File: config.mk
export PLATFORM = sky130hd
export DESIGN_NAME = dcache_top
export DESIGN_NICKNAME = d
export VERILOG_FILES = /design/src/dcache_cfg_pkg.sv /design/src/dcache_types_pkg.sv /design/src/dcache_array.sv /design/src/dcache_dt.sv /design/src/dcache_dw.sv /design/src/dcache_req_port.sv /design/src/dcache_rsp_port.sv /design/src/dcache_top.sv
export SDC_FILE = /design/constraint.sdc
export NUM_CORES = 2
export LEC_CHECK = 0
export CORE_ASPECT_RATIO = 0.6
export CORE_MARGIN = 2
export CORE_UTILIZATION = 55
export CTS_BUF_LIST = sky130_fd_sc_hd__clkbuf_4 sky130_fd_sc_hd__clkbuf_8
export CTS_CLUSTER_DIAMETER = 100
export DETAILED_ROUTE_END_ITERATION = 7
export DONT_BUFFER_PORTS = 1
export PLACE_DENSITY_LB_ADDON = 0.3
export SKIP_CTS_REPAIR_TIMING = 1
export SLEW_MARGIN = 20
export SYNTH_ARGS = -nofsm -noshare
export SYNTH_HDL_FRONTEND = slang
export SYNTH_SLANG_ARGS = --single-unit
File: constraint.sdc
create_clock -name clk -period 21.1 [get_ports clk]
set_input_delay 4.22 -clock clk [delete_from_list [all_inputs] [get_ports clk]]
set_output_delay 4.22 -clock clk [all_outputs]
set_load 0.01 [all_outputs]
File: src/dcache_cfg_pkg.sv
// Data cache geometry and the address field widths derived from it
package dcache_cfg_pkg;

    localparam int DC_ADDR_WIDTH     = 32;
    localparam int DC_DATA_WIDTH     = 32;
    localparam int DC_CACHE_SIZE     = 256;
    localparam int DC_LINE_SIZE      = 16;
    localparam int DC_LINE_WIDTH     = DC_LINE_SIZE * 8;
    localparam int DC_BYTE_SEL_WIDTH = DC_DATA_WIDTH / 8;

    // Offset bits pick a byte within one line
    function automatic int dc_offset_width(input int line_size);
        return $clog2(line_size);
    endfunction

    // Index bits pick one line of the direct mapped array
    function automatic int dc_index_width(input int cache_size, input int line_size);
        return $clog2(cache_size / line_size);
    endfunction

    localparam int DC_OFFSET_WIDTH = dc_offset_width(DC_LINE_SIZE);
    localparam int DC_INDEX_WIDTH  = dc_index_width(DC_CACHE_SIZE, DC_LINE_SIZE);
    localparam int DC_TAG_WIDTH    = DC_ADDR_WIDTH - DC_INDEX_WIDTH - DC_OFFSET_WIDTH;

endpackage

File: src/dcache_types_pkg.sv
// Data cache transaction types: operation codes, request, pipeline and response records
package dcache_types_pkg;

    import dcache_cfg_pkg::*;

    typedef enum logic [2:0] {
        OP_LW   = 3'd0,
        OP_LB   = 3'd1,
        OP_SW   = 3'd2,
        OP_SB   = 3'd3,
        OP_FILL = 3'd4
    } dc_op_e;

    typedef struct packed {
        dc_op_e                   op;
        logic [DC_ADDR_WIDTH-1:0] addr;
        logic [DC_DATA_WIDTH-1:0] data;
        logic [DC_LINE_WIDTH-1:0] fill_line;
    } dc_req_t;

    // DT to DW pipeline register
    typedef struct packed {
        dc_op_e                       op;
        logic [DC_TAG_WIDTH-1:0]      tag;
        logic [DC_INDEX_WIDTH-1:0]    index;
        logic [DC_OFFSET_WIDTH-1:0]   offset;
        logic [DC_BYTE_SEL_WIDTH-1:0] byte_sel;
        logic [DC_LINE_WIDTH-1:0]     store_line;
        logic [DC_LINE_WIDTH-1:0]     fill_line;
    } dc_dt_t;

    typedef struct packed {
        logic                      en;
        logic [DC_INDEX_WIDTH-1:0] index;
        logic [DC_TAG_WIDTH-1:0]   tag;
        logic                      valid;
        logic                      dirty;
        logic [DC_LINE_WIDTH-1:0]  line;
    } dc_wr_t;

    typedef struct packed {
        logic                     valid;
        logic                     dirty;
        logic [DC_TAG_WIDTH-1:0]  tag;
        logic [DC_LINE_WIDTH-1:0] line;
    } dc_line_state_t;

    typedef struct packed {
        dc_op_e                   op;
        logic                     hit;
        logic [DC_DATA_WIDTH-1:0] data;
        logic                     victim_valid;
        logic [DC_ADDR_WIDTH-1:0] victim_addr;
        logic [DC_LINE_WIDTH-1:0] victim_line;
    } dc_rsp_t;

endpackage
File: src/dcache_array.sv
// Line array: valid and dirty flops, tag and line storage, registered read and one write port
module dcache_array #(
    parameter int DC_CACHE_SIZE = dcache_cfg_pkg::DC_CACHE_SIZE,
    parameter int DC_LINE_SIZE  = dcache_cfg_pkg::DC_LINE_SIZE
) (
    input  logic                             clk,
    input  logic                             i_rst_n,
    input  logic [dcache_cfg_pkg::dc_index_width(DC_CACHE_SIZE, DC_LINE_SIZE)-1:0] i_rd_index,
    output dcache_types_pkg::dc_line_state_t o_rd_state,
    input  dcache_types_pkg::dc_wr_t         i_wr
);

    import dcache_cfg_pkg::*;

    localparam int IDX_W     = dc_index_width(DC_CACHE_SIZE, DC_LINE_SIZE);
    localparam int NUM_LINES = DC_CACHE_SIZE / DC_LINE_SIZE;

    logic [NUM_LINES-1:0]     valid_q;
    logic [NUM_LINES-1:0]     dirty_q;
    logic [DC_TAG_WIDTH-1:0]  tag_mem [NUM_LINES];
    logic [DC_LINE_WIDTH-1:0] line_mem [NUM_LINES];
    logic                     rd_valid_q;
    logic                     rd_dirty_q;
    logic [DC_TAG_WIDTH-1:0]  rd_tag_q;
    logic [DC_LINE_WIDTH-1:0] rd_line_q;
    logic [IDX_W-1:0]         wr_index;

    assign wr_index = i_wr.index[IDX_W-1:0];

    always_ff @(posedge clk or negedge i_rst_n) begin
        if (!i_rst_n) begin
            valid_q    <= '0;
            dirty_q    <= '0;
            rd_valid_q <= 1'b0;
            rd_dirty_q <= 1'b0;
        end else begin
            if (i_wr.en) begin
                valid_q[wr_index] <= i_wr.valid;
                dirty_q[wr_index] <= i_wr.dirty;
            end
            // Same-edge write is not seen by this read
            rd_valid_q <= valid_q[i_rd_index];
            rd_dirty_q <= dirty_q[i_rd_index];
        end
    end

    always_ff @(posedge clk) begin
        if (i_wr.en) begin
            tag_mem[wr_index]  <= i_wr.tag;
            line_mem[wr_index] <= i_wr.line;
        end
        rd_tag_q  <= tag_mem[i_rd_index];
        rd_line_q <= line_mem[i_rd_index];
    end

    assign o_rd_state = '{valid: rd_valid_q, dirty: rd_dirty_q, tag: rd_tag_q, line: rd_line_q};

    a_wr_index_known: assert property (@(posedge clk) disable iff (!i_rst_n)
        i_wr.en |-> !$isunknown(i_wr.index));

endmodule

File: src/dcache_dt.sv
// DT stage: address split, array read index, store line placement and stage register
module dcache_dt #(
    parameter int DC_CACHE_SIZE = dcache_cfg_pkg::DC_CACHE_SIZE,
    parameter int DC_LINE_SIZE  = dcache_cfg_pkg::DC_LINE_SIZE
) (
    input  logic                      clk,
    input  logic                      i_rst_n,
    input  logic                      i_issue_valid,
    input  dcache_types_pkg::dc_req_t i_issue_req,
    output logic [dcache_cfg_pkg::dc_index_width(DC_CACHE_SIZE, DC_LINE_SIZE)-1:0] o_rd_index,
    output logic                      o_dt_valid,
    output dcache_types_pkg::dc_dt_t  o_dt
);

    import dcache_cfg_pkg::*;
    import dcache_types_pkg::*;

    localparam int OFF_W  = dc_offset_width(DC_LINE_SIZE);
    localparam int IDX_W  = dc_index_width(DC_CACHE_SIZE, DC_LINE_SIZE);
    localparam int TAG_W  = DC_ADDR_WIDTH - IDX_W - OFF_W;
    localparam int BSEL_W = $clog2(DC_BYTE_SEL_WIDTH);

    logic [TAG_W-1:0] tag;
    logic [IDX_W-1:0] index;
    logic [OFF_W-1:0] offset;
    logic             byte_op;
    dc_dt_t           dt_d;

    // Address is tag, index, offset from the top down
    assign tag    = i_issue_req.addr[DC_ADDR_WIDTH-1 -: TAG_W];
    assign index  = i_issue_req.addr[OFF_W +: IDX_W];
    assign offset = i_issue_req.addr[OFF_W-1:0];

    // Array read starts in the issue cycle
    assign o_rd_index = index;

    assign byte_op = (i_issue_req.op == OP_LB) || (i_issue_req.op == OP_SB);

    always_comb begin
        dt_d.op        = i_issue_req.op;
        dt_d.tag       = tag;
        dt_d.index     = index;
        dt_d.offset    = offset;
        dt_d.fill_line = i_issue_req.fill_line;
        if (byte_op) begin
            dt_d.byte_sel   = DC_BYTE_SEL_WIDTH'(1) << offset[BSEL_W-1:0];
            dt_d.store_line = DC_LINE_WIDTH'(i_issue_req.data[7:0]) << (offset * 8);
        end else begin
            // Word ops ignore the low offset bits
            dt_d.byte_sel   = '1;
            dt_d.store_line = DC_LINE_WIDTH'(i_issue_req.data)
                              << (offset[OFF_W-1:BSEL_W] * DC_DATA_WIDTH);
        end
    end

    always_ff @(posedge clk or negedge i_rst_n) begin
        if (!i_rst_n) begin
            o_dt_valid <= 1'b0;
        end else begin
            o_dt_valid <= i_issue_valid;
        end
    end

    always_ff @(posedge clk) begin
        if (i_issue_valid) begin
            o_dt <= dt_d;
        end
    end

endmodule

File: src/dcache_dw.sv
// DW stage: hit check, load data, store merge, fill and victim, registered write and response
module dcache_dw #(
    parameter int DC_CACHE_SIZE = dcache_cfg_pkg::DC_CACHE_SIZE,
    parameter int DC_LINE_SIZE  = dcache_cfg_pkg::DC_LINE_SIZE
) (
    input  logic                             clk,
    input  logic                             i_rst_n,
    input  logic                             i_dt_valid,
    input  dcache_types_pkg::dc_dt_t         i_dt,
    input  dcache_types_pkg::dc_line_state_t i_rd_state,
    output dcache_types_pkg::dc_wr_t         o_wr,
    output logic                             o_rsp_valid,
    output dcache_types_pkg::dc_rsp_t        o_rsp
);

    import dcache_cfg_pkg::*;
    import dcache_types_pkg::*;

    localparam int OFF_W  = dc_offset_width(DC_LINE_SIZE);
    localparam int IDX_W  = dc_index_width(DC_CACHE_SIZE, DC_LINE_SIZE);
    localparam int BSEL_W = $clog2(DC_BYTE_SEL_WIDTH);

    dc_line_state_t           cur;
    logic                     bypass;
    logic                     hit;
    logic                     is_load;
    logic                     is_store;
    logic                     is_fill;
    logic [OFF_W-BSEL_W-1:0]  word_sel;
    logic [DC_DATA_WIDTH-1:0] ld_word;
    logic [7:0]               ld_byte;
    logic [DC_LINE_SIZE-1:0]  byte_mask;
    logic [DC_LINE_WIDTH-1:0] merged_line;
    dc_wr_t                   wr_d;
    dc_rsp_t                  rsp_d;

    // The held last write is newer than the array for its index
    assign bypass = (o_wr.index == i_dt.index);
    assign cur    = bypass ? {o_wr.valid, o_wr.dirty, o_wr.tag, o_wr.line} : i_rd_state;

    assign is_load  = (i_dt.op == OP_LW) || (i_dt.op == OP_LB);
    assign is_store = (i_dt.op == OP_SW) || (i_dt.op == OP_SB);
    assign is_fill  = (i_dt.op == OP_FILL);
    assign hit      = cur.valid && (cur.tag == i_dt.tag);

    assign word_sel = i_dt.offset[OFF_W-1:BSEL_W];
    assign ld_word  = cur.line[word_sel * DC_DATA_WIDTH +: DC_DATA_WIDTH];
    assign ld_byte  = cur.line[i_dt.offset * 8 +: 8];

    // Byte enables across the whole line
    assign byte_mask = DC_LINE_SIZE'(i_dt.byte_sel) << (word_sel * DC_BYTE_SEL_WIDTH);

    always_comb begin
        for (int b = 0; b < DC_LINE_SIZE; b++) begin
            merged_line[b*8 +: 8] = byte_mask[b] ? i_dt.store_line[b*8 +: 8]
                                                 : cur.line[b*8 +: 8];
        end
    end

    always_comb begin
        wr_d    = o_wr;
        wr_d.en = 1'b0;
        if (i_dt_valid && is_store && hit) begin
            wr_d.en    = 1'b1;
            wr_d.index = i_dt.index;
            wr_d.tag   = i_dt.tag;
            wr_d.valid = 1'b1;
            wr_d.dirty = 1'b1;
            wr_d.line  = merged_line;
        end else if (i_dt_valid && is_fill) begin
            wr_d.en    = 1'b1;
            wr_d.index = i_dt.index;
            wr_d.tag   = i_dt.tag;
            wr_d.valid = 1'b1;
            wr_d.dirty = 1'b0;
            wr_d.line  = i_dt.fill_line;
        end
    end

    always_comb begin
        rsp_d     = '0;
        rsp_d.op  = i_dt.op;
        rsp_d.hit = hit;
        if (is_load && hit) begin
            rsp_d.data = (i_dt.op == OP_LB) ? DC_DATA_WIDTH'(ld_byte) : ld_word;
        end
        // Only a dirty line has to go back to memory
        if (is_fill && cur.valid && cur.dirty) begin
            rsp_d.victim_valid = 1'b1;
            rsp_d.victim_addr  = {cur.tag, i_dt.index[IDX_W-1:0], {OFF_W{1'b0}}};
            rsp_d.victim_line  = cur.line;
        end
    end

    always_ff @(posedge clk or negedge i_rst_n) begin
        if (!i_rst_n) begin
            o_wr        <= '0;
            o_rsp_valid <= 1'b0;
        end else begin
            o_wr        <= wr_d;
            o_rsp_valid <= i_dt_valid;
        end
    end

    always_ff @(posedge clk) begin
        if (i_dt_valid) begin
            o_rsp <= rsp_d;
        end
    end

    // A valid stage carries one of the five operations
    a_stage_op_legal: assert property (@(posedge clk) disable iff (!i_rst_n)
        i_dt_valid |-> (i_dt.op inside {OP_LW, OP_LB, OP_SW, OP_SB, OP_FILL}));

endmodule

File: src/dcache_req_port.sv
// Request port: four-phase req/ack handshake, one pipeline issue per handshake
module dcache_req_port (
    input  logic                      clk,
    input  logic                      i_rst_n,
    input  logic                      i_req,
    input  dcache_types_pkg::dc_req_t i_req_data,
    output logic                      o_ack,
    input  logic                      i_credit_ok,
    output logic                      o_issue_valid,
    output dcache_types_pkg::dc_req_t o_issue_req
);

    typedef enum logic [1:0] {
        ST_IDLE,
        ST_ISSUE,
        ST_WAIT
    } state_e;

    state_e state_q;
    state_e state_d;

    always_comb begin
        state_d = state_q;
        case (state_q)
            ST_IDLE: begin
                // Hold the host off until a response slot is reserved
                if (i_req && i_credit_ok) begin
                    state_d = ST_ISSUE;
                end
            end
            ST_ISSUE: begin
                state_d = ST_WAIT;
            end
            ST_WAIT: begin
                if (!i_req) begin
                    state_d = ST_IDLE;
                end
            end
            default: begin
                state_d = ST_IDLE;
            end
        endcase
    end

    always_ff @(posedge clk or negedge i_rst_n) begin
        if (!i_rst_n) begin
            state_q <= ST_IDLE;
        end else begin
            state_q <= state_d;
        end
    end

    // Request data is still held by the host during the issue cycle
    assign o_issue_valid = (state_q == ST_ISSUE);
    assign o_issue_req   = i_req_data;
    assign o_ack         = (state_q == ST_WAIT);

    a_req_data_stable: assert property (@(posedge clk) disable iff (!i_rst_n)
        (i_req && !o_ack) ##1 (i_req && !o_ack) |-> $stable(i_req_data));

endmodule

File: src/dcache_rsp_port.sv
// Response port: two-entry response FIFO, credit counter and four-phase response handshake
module dcache_rsp_port (
    input  logic                      clk,
    input  logic                      i_rst_n,
    input  logic                      i_issue_valid,
    input  logic                      i_rsp_valid,
    input  dcache_types_pkg::dc_rsp_t i_rsp,
    output logic                      o_credit_ok,
    output logic                      o_rsp_req,
    output dcache_types_pkg::dc_rsp_t o_rsp_data,
    input  logic                      i_rsp_ack
);

    import dcache_types_pkg::*;

    typedef enum logic [1:0] {
        RS_IDLE,
        RS_REQ,
        RS_RELEASE
    } rsp_state_e;

    rsp_state_e state_q;
    dc_rsp_t    buf_q [2];
    logic       wr_ptr_q;
    logic       rd_ptr_q;
    logic [1:0] count_q;
    logic [1:0] credit_q;
    logic       pop;

    // Entry leaves when the host acks and o_rsp_req drops
    assign pop         = (state_q == RS_REQ) && i_rsp_ack;
    assign o_rsp_req   = (state_q == RS_REQ);
    assign o_rsp_data  = buf_q[rd_ptr_q];
    assign o_credit_ok = (credit_q < 2'd2);

    always_ff @(posedge clk) begin
        if (i_rsp_valid) begin
            buf_q[wr_ptr_q] <= i_rsp;
        end
    end

    always_ff @(posedge clk or negedge i_rst_n) begin
        if (!i_rst_n) begin
            state_q  <= RS_IDLE;
            wr_ptr_q <= 1'b0;
            rd_ptr_q <= 1'b0;
            count_q  <= '0;
            credit_q <= '0;
        end else begin
            wr_ptr_q <= wr_ptr_q ^ i_rsp_valid;
            rd_ptr_q <= rd_ptr_q ^ pop;
            count_q  <= count_q + 2'(i_rsp_valid) - 2'(pop);
            // Slots reserved at issue, released at pop
            credit_q <= credit_q + 2'(i_issue_valid) - 2'(pop);
            case (state_q)
                RS_IDLE: begin
                    if (count_q != 2'd0) begin
                        state_q <= RS_REQ;
                    end
                end
                RS_REQ: begin
                    if (i_rsp_ack) begin
                        state_q <= RS_RELEASE;
                    end
                end
                default: begin
                    if (!i_rsp_ack) begin
                        state_q <= RS_IDLE;
                    end
                end
            endcase
        end
    end

    a_credit_max: assert property (@(posedge clk) disable iff (!i_rst_n)
        credit_q <= 2'd2);

    a_no_overflow: assert property (@(posedge clk) disable iff (!i_rst_n)
        i_rsp_valid |-> count_q < 2'd2);

endmodule

File: src/dcache_top.sv
// Data cache top level: request port, DT and DW stages, line array and response port
module dcache_top #(
    parameter int DC_CACHE_SIZE = dcache_cfg_pkg::DC_CACHE_SIZE,
    parameter int DC_LINE_SIZE  = dcache_cfg_pkg::DC_LINE_SIZE
) (
    input  logic                      clk,
    input  logic                      i_rst_n,
    input  logic                      i_req,
    input  dcache_types_pkg::dc_req_t i_req_data,
    output logic                      o_ack,
    output logic                      o_rsp_req,
    output dcache_types_pkg::dc_rsp_t o_rsp_data,
    input  logic                      i_rsp_ack
);

    import dcache_cfg_pkg::*;
    import dcache_types_pkg::*;

    localparam int IDX_W = dc_index_width(DC_CACHE_SIZE, DC_LINE_SIZE);

    logic             credit_ok;
    logic             issue_valid;
    dc_req_t          issue_req;
    logic [IDX_W-1:0] rd_index;
    logic             dt_valid;
    dc_dt_t           dt;
    dc_line_state_t   rd_state;
    dc_wr_t           wr;
    logic             rsp_valid;
    dc_rsp_t          rsp;

    dcache_req_port dcache_req_port_inst (
        .clk(clk),
        .i_rst_n(i_rst_n),
        .i_req(i_req),
        .i_req_data(i_req_data),
        .o_ack(o_ack),
        .i_credit_ok(credit_ok),
        .o_issue_valid(issue_valid),
        .o_issue_req(issue_req)
    );

    dcache_dt #(
        .DC_CACHE_SIZE(DC_CACHE_SIZE),
        .DC_LINE_SIZE(DC_LINE_SIZE)
    ) dcache_dt_inst (
        .clk(clk),
        .i_rst_n(i_rst_n),
        .i_issue_valid(issue_valid),
        .i_issue_req(issue_req),
        .o_rd_index(rd_index),
        .o_dt_valid(dt_valid),
        .o_dt(dt)
    );

    dcache_dw #(
        .DC_CACHE_SIZE(DC_CACHE_SIZE),
        .DC_LINE_SIZE(DC_LINE_SIZE)
    ) dcache_dw_inst (
        .clk(clk),
        .i_rst_n(i_rst_n),
        .i_dt_valid(dt_valid),
        .i_dt(dt),
        .i_rd_state(rd_state),
        .o_wr(wr),
        .o_rsp_valid(rsp_valid),
        .o_rsp(rsp)
    );

    dcache_array #(
        .DC_CACHE_SIZE(DC_CACHE_SIZE),
        .DC_LINE_SIZE(DC_LINE_SIZE)
    ) dcache_array_inst (
        .clk(clk),
        .i_rst_n(i_rst_n),
        .i_rd_index(rd_index),
        .o_rd_state(rd_state),
        .i_wr(wr)
    );

    dcache_rsp_port dcache_rsp_port_inst (
        .clk(clk),
        .i_rst_n(i_rst_n),
        .i_issue_valid(issue_valid),
        .i_rsp_valid(rsp_valid),
        .i_rsp(rsp),
        .o_credit_ok(credit_ok),
        .o_rsp_req(o_rsp_req),
        .o_rsp_data(o_rsp_data),
        .i_rsp_ack(i_rsp_ack)
    );

endmodule

==> summary.md <==
| Metric | Value |
|---|---|
| Crit. End Element | `output port` |
| RSZ-0062 raised after global routing | `no` |
| Die Area | `256600 um2` |
| Total CTS buffers | `525` |
| H-tree depth | `6` |
| Comb pwr share | `0.122` |
| Die X | `~650 um` |
| Worst hold-check path type | `reg -> reg` |
| FF-to-FF path depth | `8` |
| Initial DRC count | `between 10000 and 15000` |
| Yosys warnings | `0` |
| Placed inst area | `roughly 140000 um2` |
| DR WL/cell | `35.03 um` |
| Final WS setup | `approximately 14000 ps` |
| Global-route wire length before repair | `521800 um` |
| CP required | `16880 ps` |
| GRT overflow | `0` |
| # setup viols final | `0` |
| Drt total wl | `approximately 380000 um` |
| Max FO, Critical Path | `between 70 and 80` |
| Hold_ws | `between 400 and 500 ps` |
| Synth Instances | `6529` |
| CTS root buf | `clkbuf_8` |
| CP max stage delay | `approximately 890 ps` |
| Synth Area per Inst | `21.27 um2` |
| CTS tree | `built` |
| Core area | `between 200000 and 300000 um2` |
| Cells after DPL | `9701` |
| Hpwl dp | `between 200000 and 250000 um` |
| FF-to-FF Start | `dcache_dw_inst.o_wr[155]` |
| Total Power | `18.21 mW` |
| DP Worst Slack | `between 10000 and 15000 ps` |
| Final hold violations | `0` |
| Clk_skew | `between 70 and 80 ps` |
| Worst skew pair latency | `1000 ps` |
| Final #Nets | `around 7000` |
| Measured slew at the worst slew-check pin | `around 1400 ps` |
| Residual DRC | `0` |
| Static leakage | `just over 50 nW` |
| Maximum number of pins on one net before global-route repair | `around 620` |
| Register bit total from synthesis | `approximately 3700` |
| Util after Layout | `0.6171` |
| PwrDens | `~120 nW/um2` |
| GRT Total Usage | `0.2917` |
| Max Cap Viol | `0` |
| Net Switching | `between 5 and 6 mW` |
| Worst setup path startpoint | `dcache_rsp_port_inst.rd_ptr_q` |
| GP Congestion | `~0.94` |
| Clock Sinks | `about 3700` |
| Fin cells | `about 11000` |
| Most common cell after layout, fill and taps aside | `edfxtp_1` |
| Post-synth cell types | `61` |
| Switch share | `0.2819` |
| # IOs | `slightly below 400` |
| Period Utilization, post-route | `0.3566` |
| Die H | `~390 um` |
| Post-synth EDFFs | `3306` |
| Crit Path Class | `reg -> out` |
| Initial Utilization | `0.5547` |
| Run status | `completed` |
| Ys async rst share | `0.05597` |
| Routed vias/inst | `~6.5` |
| Cell taking the most area after synthesis | `edfxtp_1` |
| Antenna violations before repair | `54` |
| Vias in the first global route | `about 70000` |
| Top FF cell, synth | `edfxtp_1` |
| Cell Area, Synth | `138900 um2` |
| Setup TNS Final | `0 ps` |
| Crit path time final | `about 7500 ps` |
| Slew margin rel. | `0.09939` |
| Worst-path cell chain | `buf_4 > mux2_2` |
| Cell Rows | `around 140` |
| Final Cell Area | `roughly 150000 um2` |
| 1st-pass router iterations | `6` |
| Vias | `69540` |
| Buffers on Ports | `0` |
| Layout cells sized above 1 | `0.2970` |
| Worst hold path cell count | `0` |
| CTS max path bufs | `4` |
| Arr. time, crit path | `around 3300 ps` |
| Clock power frac | `0.311` |
| Startpoint types | `register` |
| Critical hold path startpoint | `dcache_dw_inst.o_rsp[144]` |
| Clock transition at path regs | `around 70 ps` |
| Pint | `roughly 13 mW` |
| Yosys top cell area share | `0.7150` |
| Fin. max-slew vios | `0` |
| Fmax | `about 130 MHz` |
| Sequential element share of the synthesized area | `0.7738` |
| Post-route ant nets | `0` |
| Slowest CP cell | `dfrtp_4` |
| Maximum vdd drop | `roughly 60 uV` |
| Seq pwr share | `0.567` |
| Most frequent cells in the layout | `edfxtp_1 (3306), mux4_2 (774), clkbuf_8 (574)` |
| Synthesis-to-finish area growth | `11.26%` |
| Synth area leaders | `edfxtp_1 (71%), mux4_2 (13%), dfrtp_1 (3.7%), mux2i_1 (3.1%), dfxtp_1 (2.2%)` |
synthesized netlist by cell type, drive strengths merged, types with 3 or more instances:
master,instances
a21o,3
o21ai,139
inv,24
edfxtp,3306
dfrtp,205
nand3b,6
buf,90
dfxtp,152
and3,33
and2,22
o2111ai,6
o22ai,21
a31oi,5
or2,5
mux4,774
a2111oi,3
or4,3
a22oi,3
a22o,7
xor2,7
nand4,12
a211oi,30
or3,3
nor3,12
a221oi,7
nand3,12
mux2i,436
clkbuf,238
nand2b,12
mux2,251
nand2,234
a21oi,77
nor2b,37
ha,6
nor4,8
nor2,283
xnor2,34
metal layers:
metal | vias to the layer above | global-route usage | routed length, um
met3 | 751 | 0.07208 | 43770
li1 | 27560 | - | -
met1 | 36670 | 0.4137 | 141300
met5 | - | 0 | 91
met2 | 4544 | 0.4425 | 174600
met4 | 12 | 0.1156 | 15240
critical path: cells and delay by family (launching register included):
kind,cells,cell delay [ps]
muxes,1,460
DFF,1,890
buffers and inverters,1,830
cell families after synthesis:
| kind of cell | Yosys count | synth area share |
|---|---|---|
| buffers and inverters | 353 | 0.01063 |
| multiplexers | 1461 | 0.1773 |
| flip-flops | 3663 | 0.7738 |
| AND/OR/NAND/NOR | 687 | 0.02171 |
| other | 1 | 0.00002701 |
| adder cells (fa/ha/maj) | 6 | 0.0005407 |
| AO/OA/AOI/OAI | 317 | 0.01334 |
| XOR/XNOR | 41 | 0.002586 |
final cells by class:
type,count,area (um2)
sequential,3663,107500
fill,16820,95860
multi-input combinational,2516,30260
clock buffer,798,9582
tap,3312,4144
timing repair buffer,197,1827
clock inverter,154,999.7
inverter,25,108.9
antenna,43,107.6
state kept, by name, summed over array words and instances, names as in the netlist, 2 cells and up:
signal and cells:
dcache_array_inst.dirty_q 16, dcache_array_inst.line_mem 2048, dcache_array_inst.rd_line_q 128, dcache_array_inst.rd_tag_q 24, dcache_array_inst.tag_mem 384, dcache_array_inst.valid_q 16
dcache_dt_inst.o_dt 295, dcache_dw_inst.o_rsp 193, dcache_dw_inst.o_wr 159, dcache_req_port_inst.state_q 2, dcache_rsp_port_inst.buf_q 386, dcache_rsp_port_inst.count_q 2
dcache_rsp_port_inst.credit_q 2, dcache_rsp_port_inst.state_q 2
path summary, 6_finish.rpt:
kind | end | slack, ps
worst max-delay path | o_rsp_data[72] | 13580
worst min-delay path | dcache_rsp_port_inst.buf_q[1][144] | 420
worst max register to register | dcache_dw_inst.o_rsp[168] | 15760
worst min register to register | dcache_rsp_port_inst.buf_q[1][144] | 420
max in group asynchronous | dcache_dw_inst.o_wr[76] | 17520
min in group asynchronous | dcache_dw_inst.o_wr[147] | 2930
power groups by stage:
stage | clock [mW] | sequential [mW] | combinational, mW
after floorplan | 0 | 10.1 | 1.31
after global placement | 0 | 10.4 | 2.05
after detailed placement | 0 | 10.5 | 2.09
after CTS | 5.73 | 10.3 | 2.10
after global routing | 6.06 | 10.4 | 2.30
final | 5.66 | 10.3 | 2.22
(Power assumes the default switching activity.)
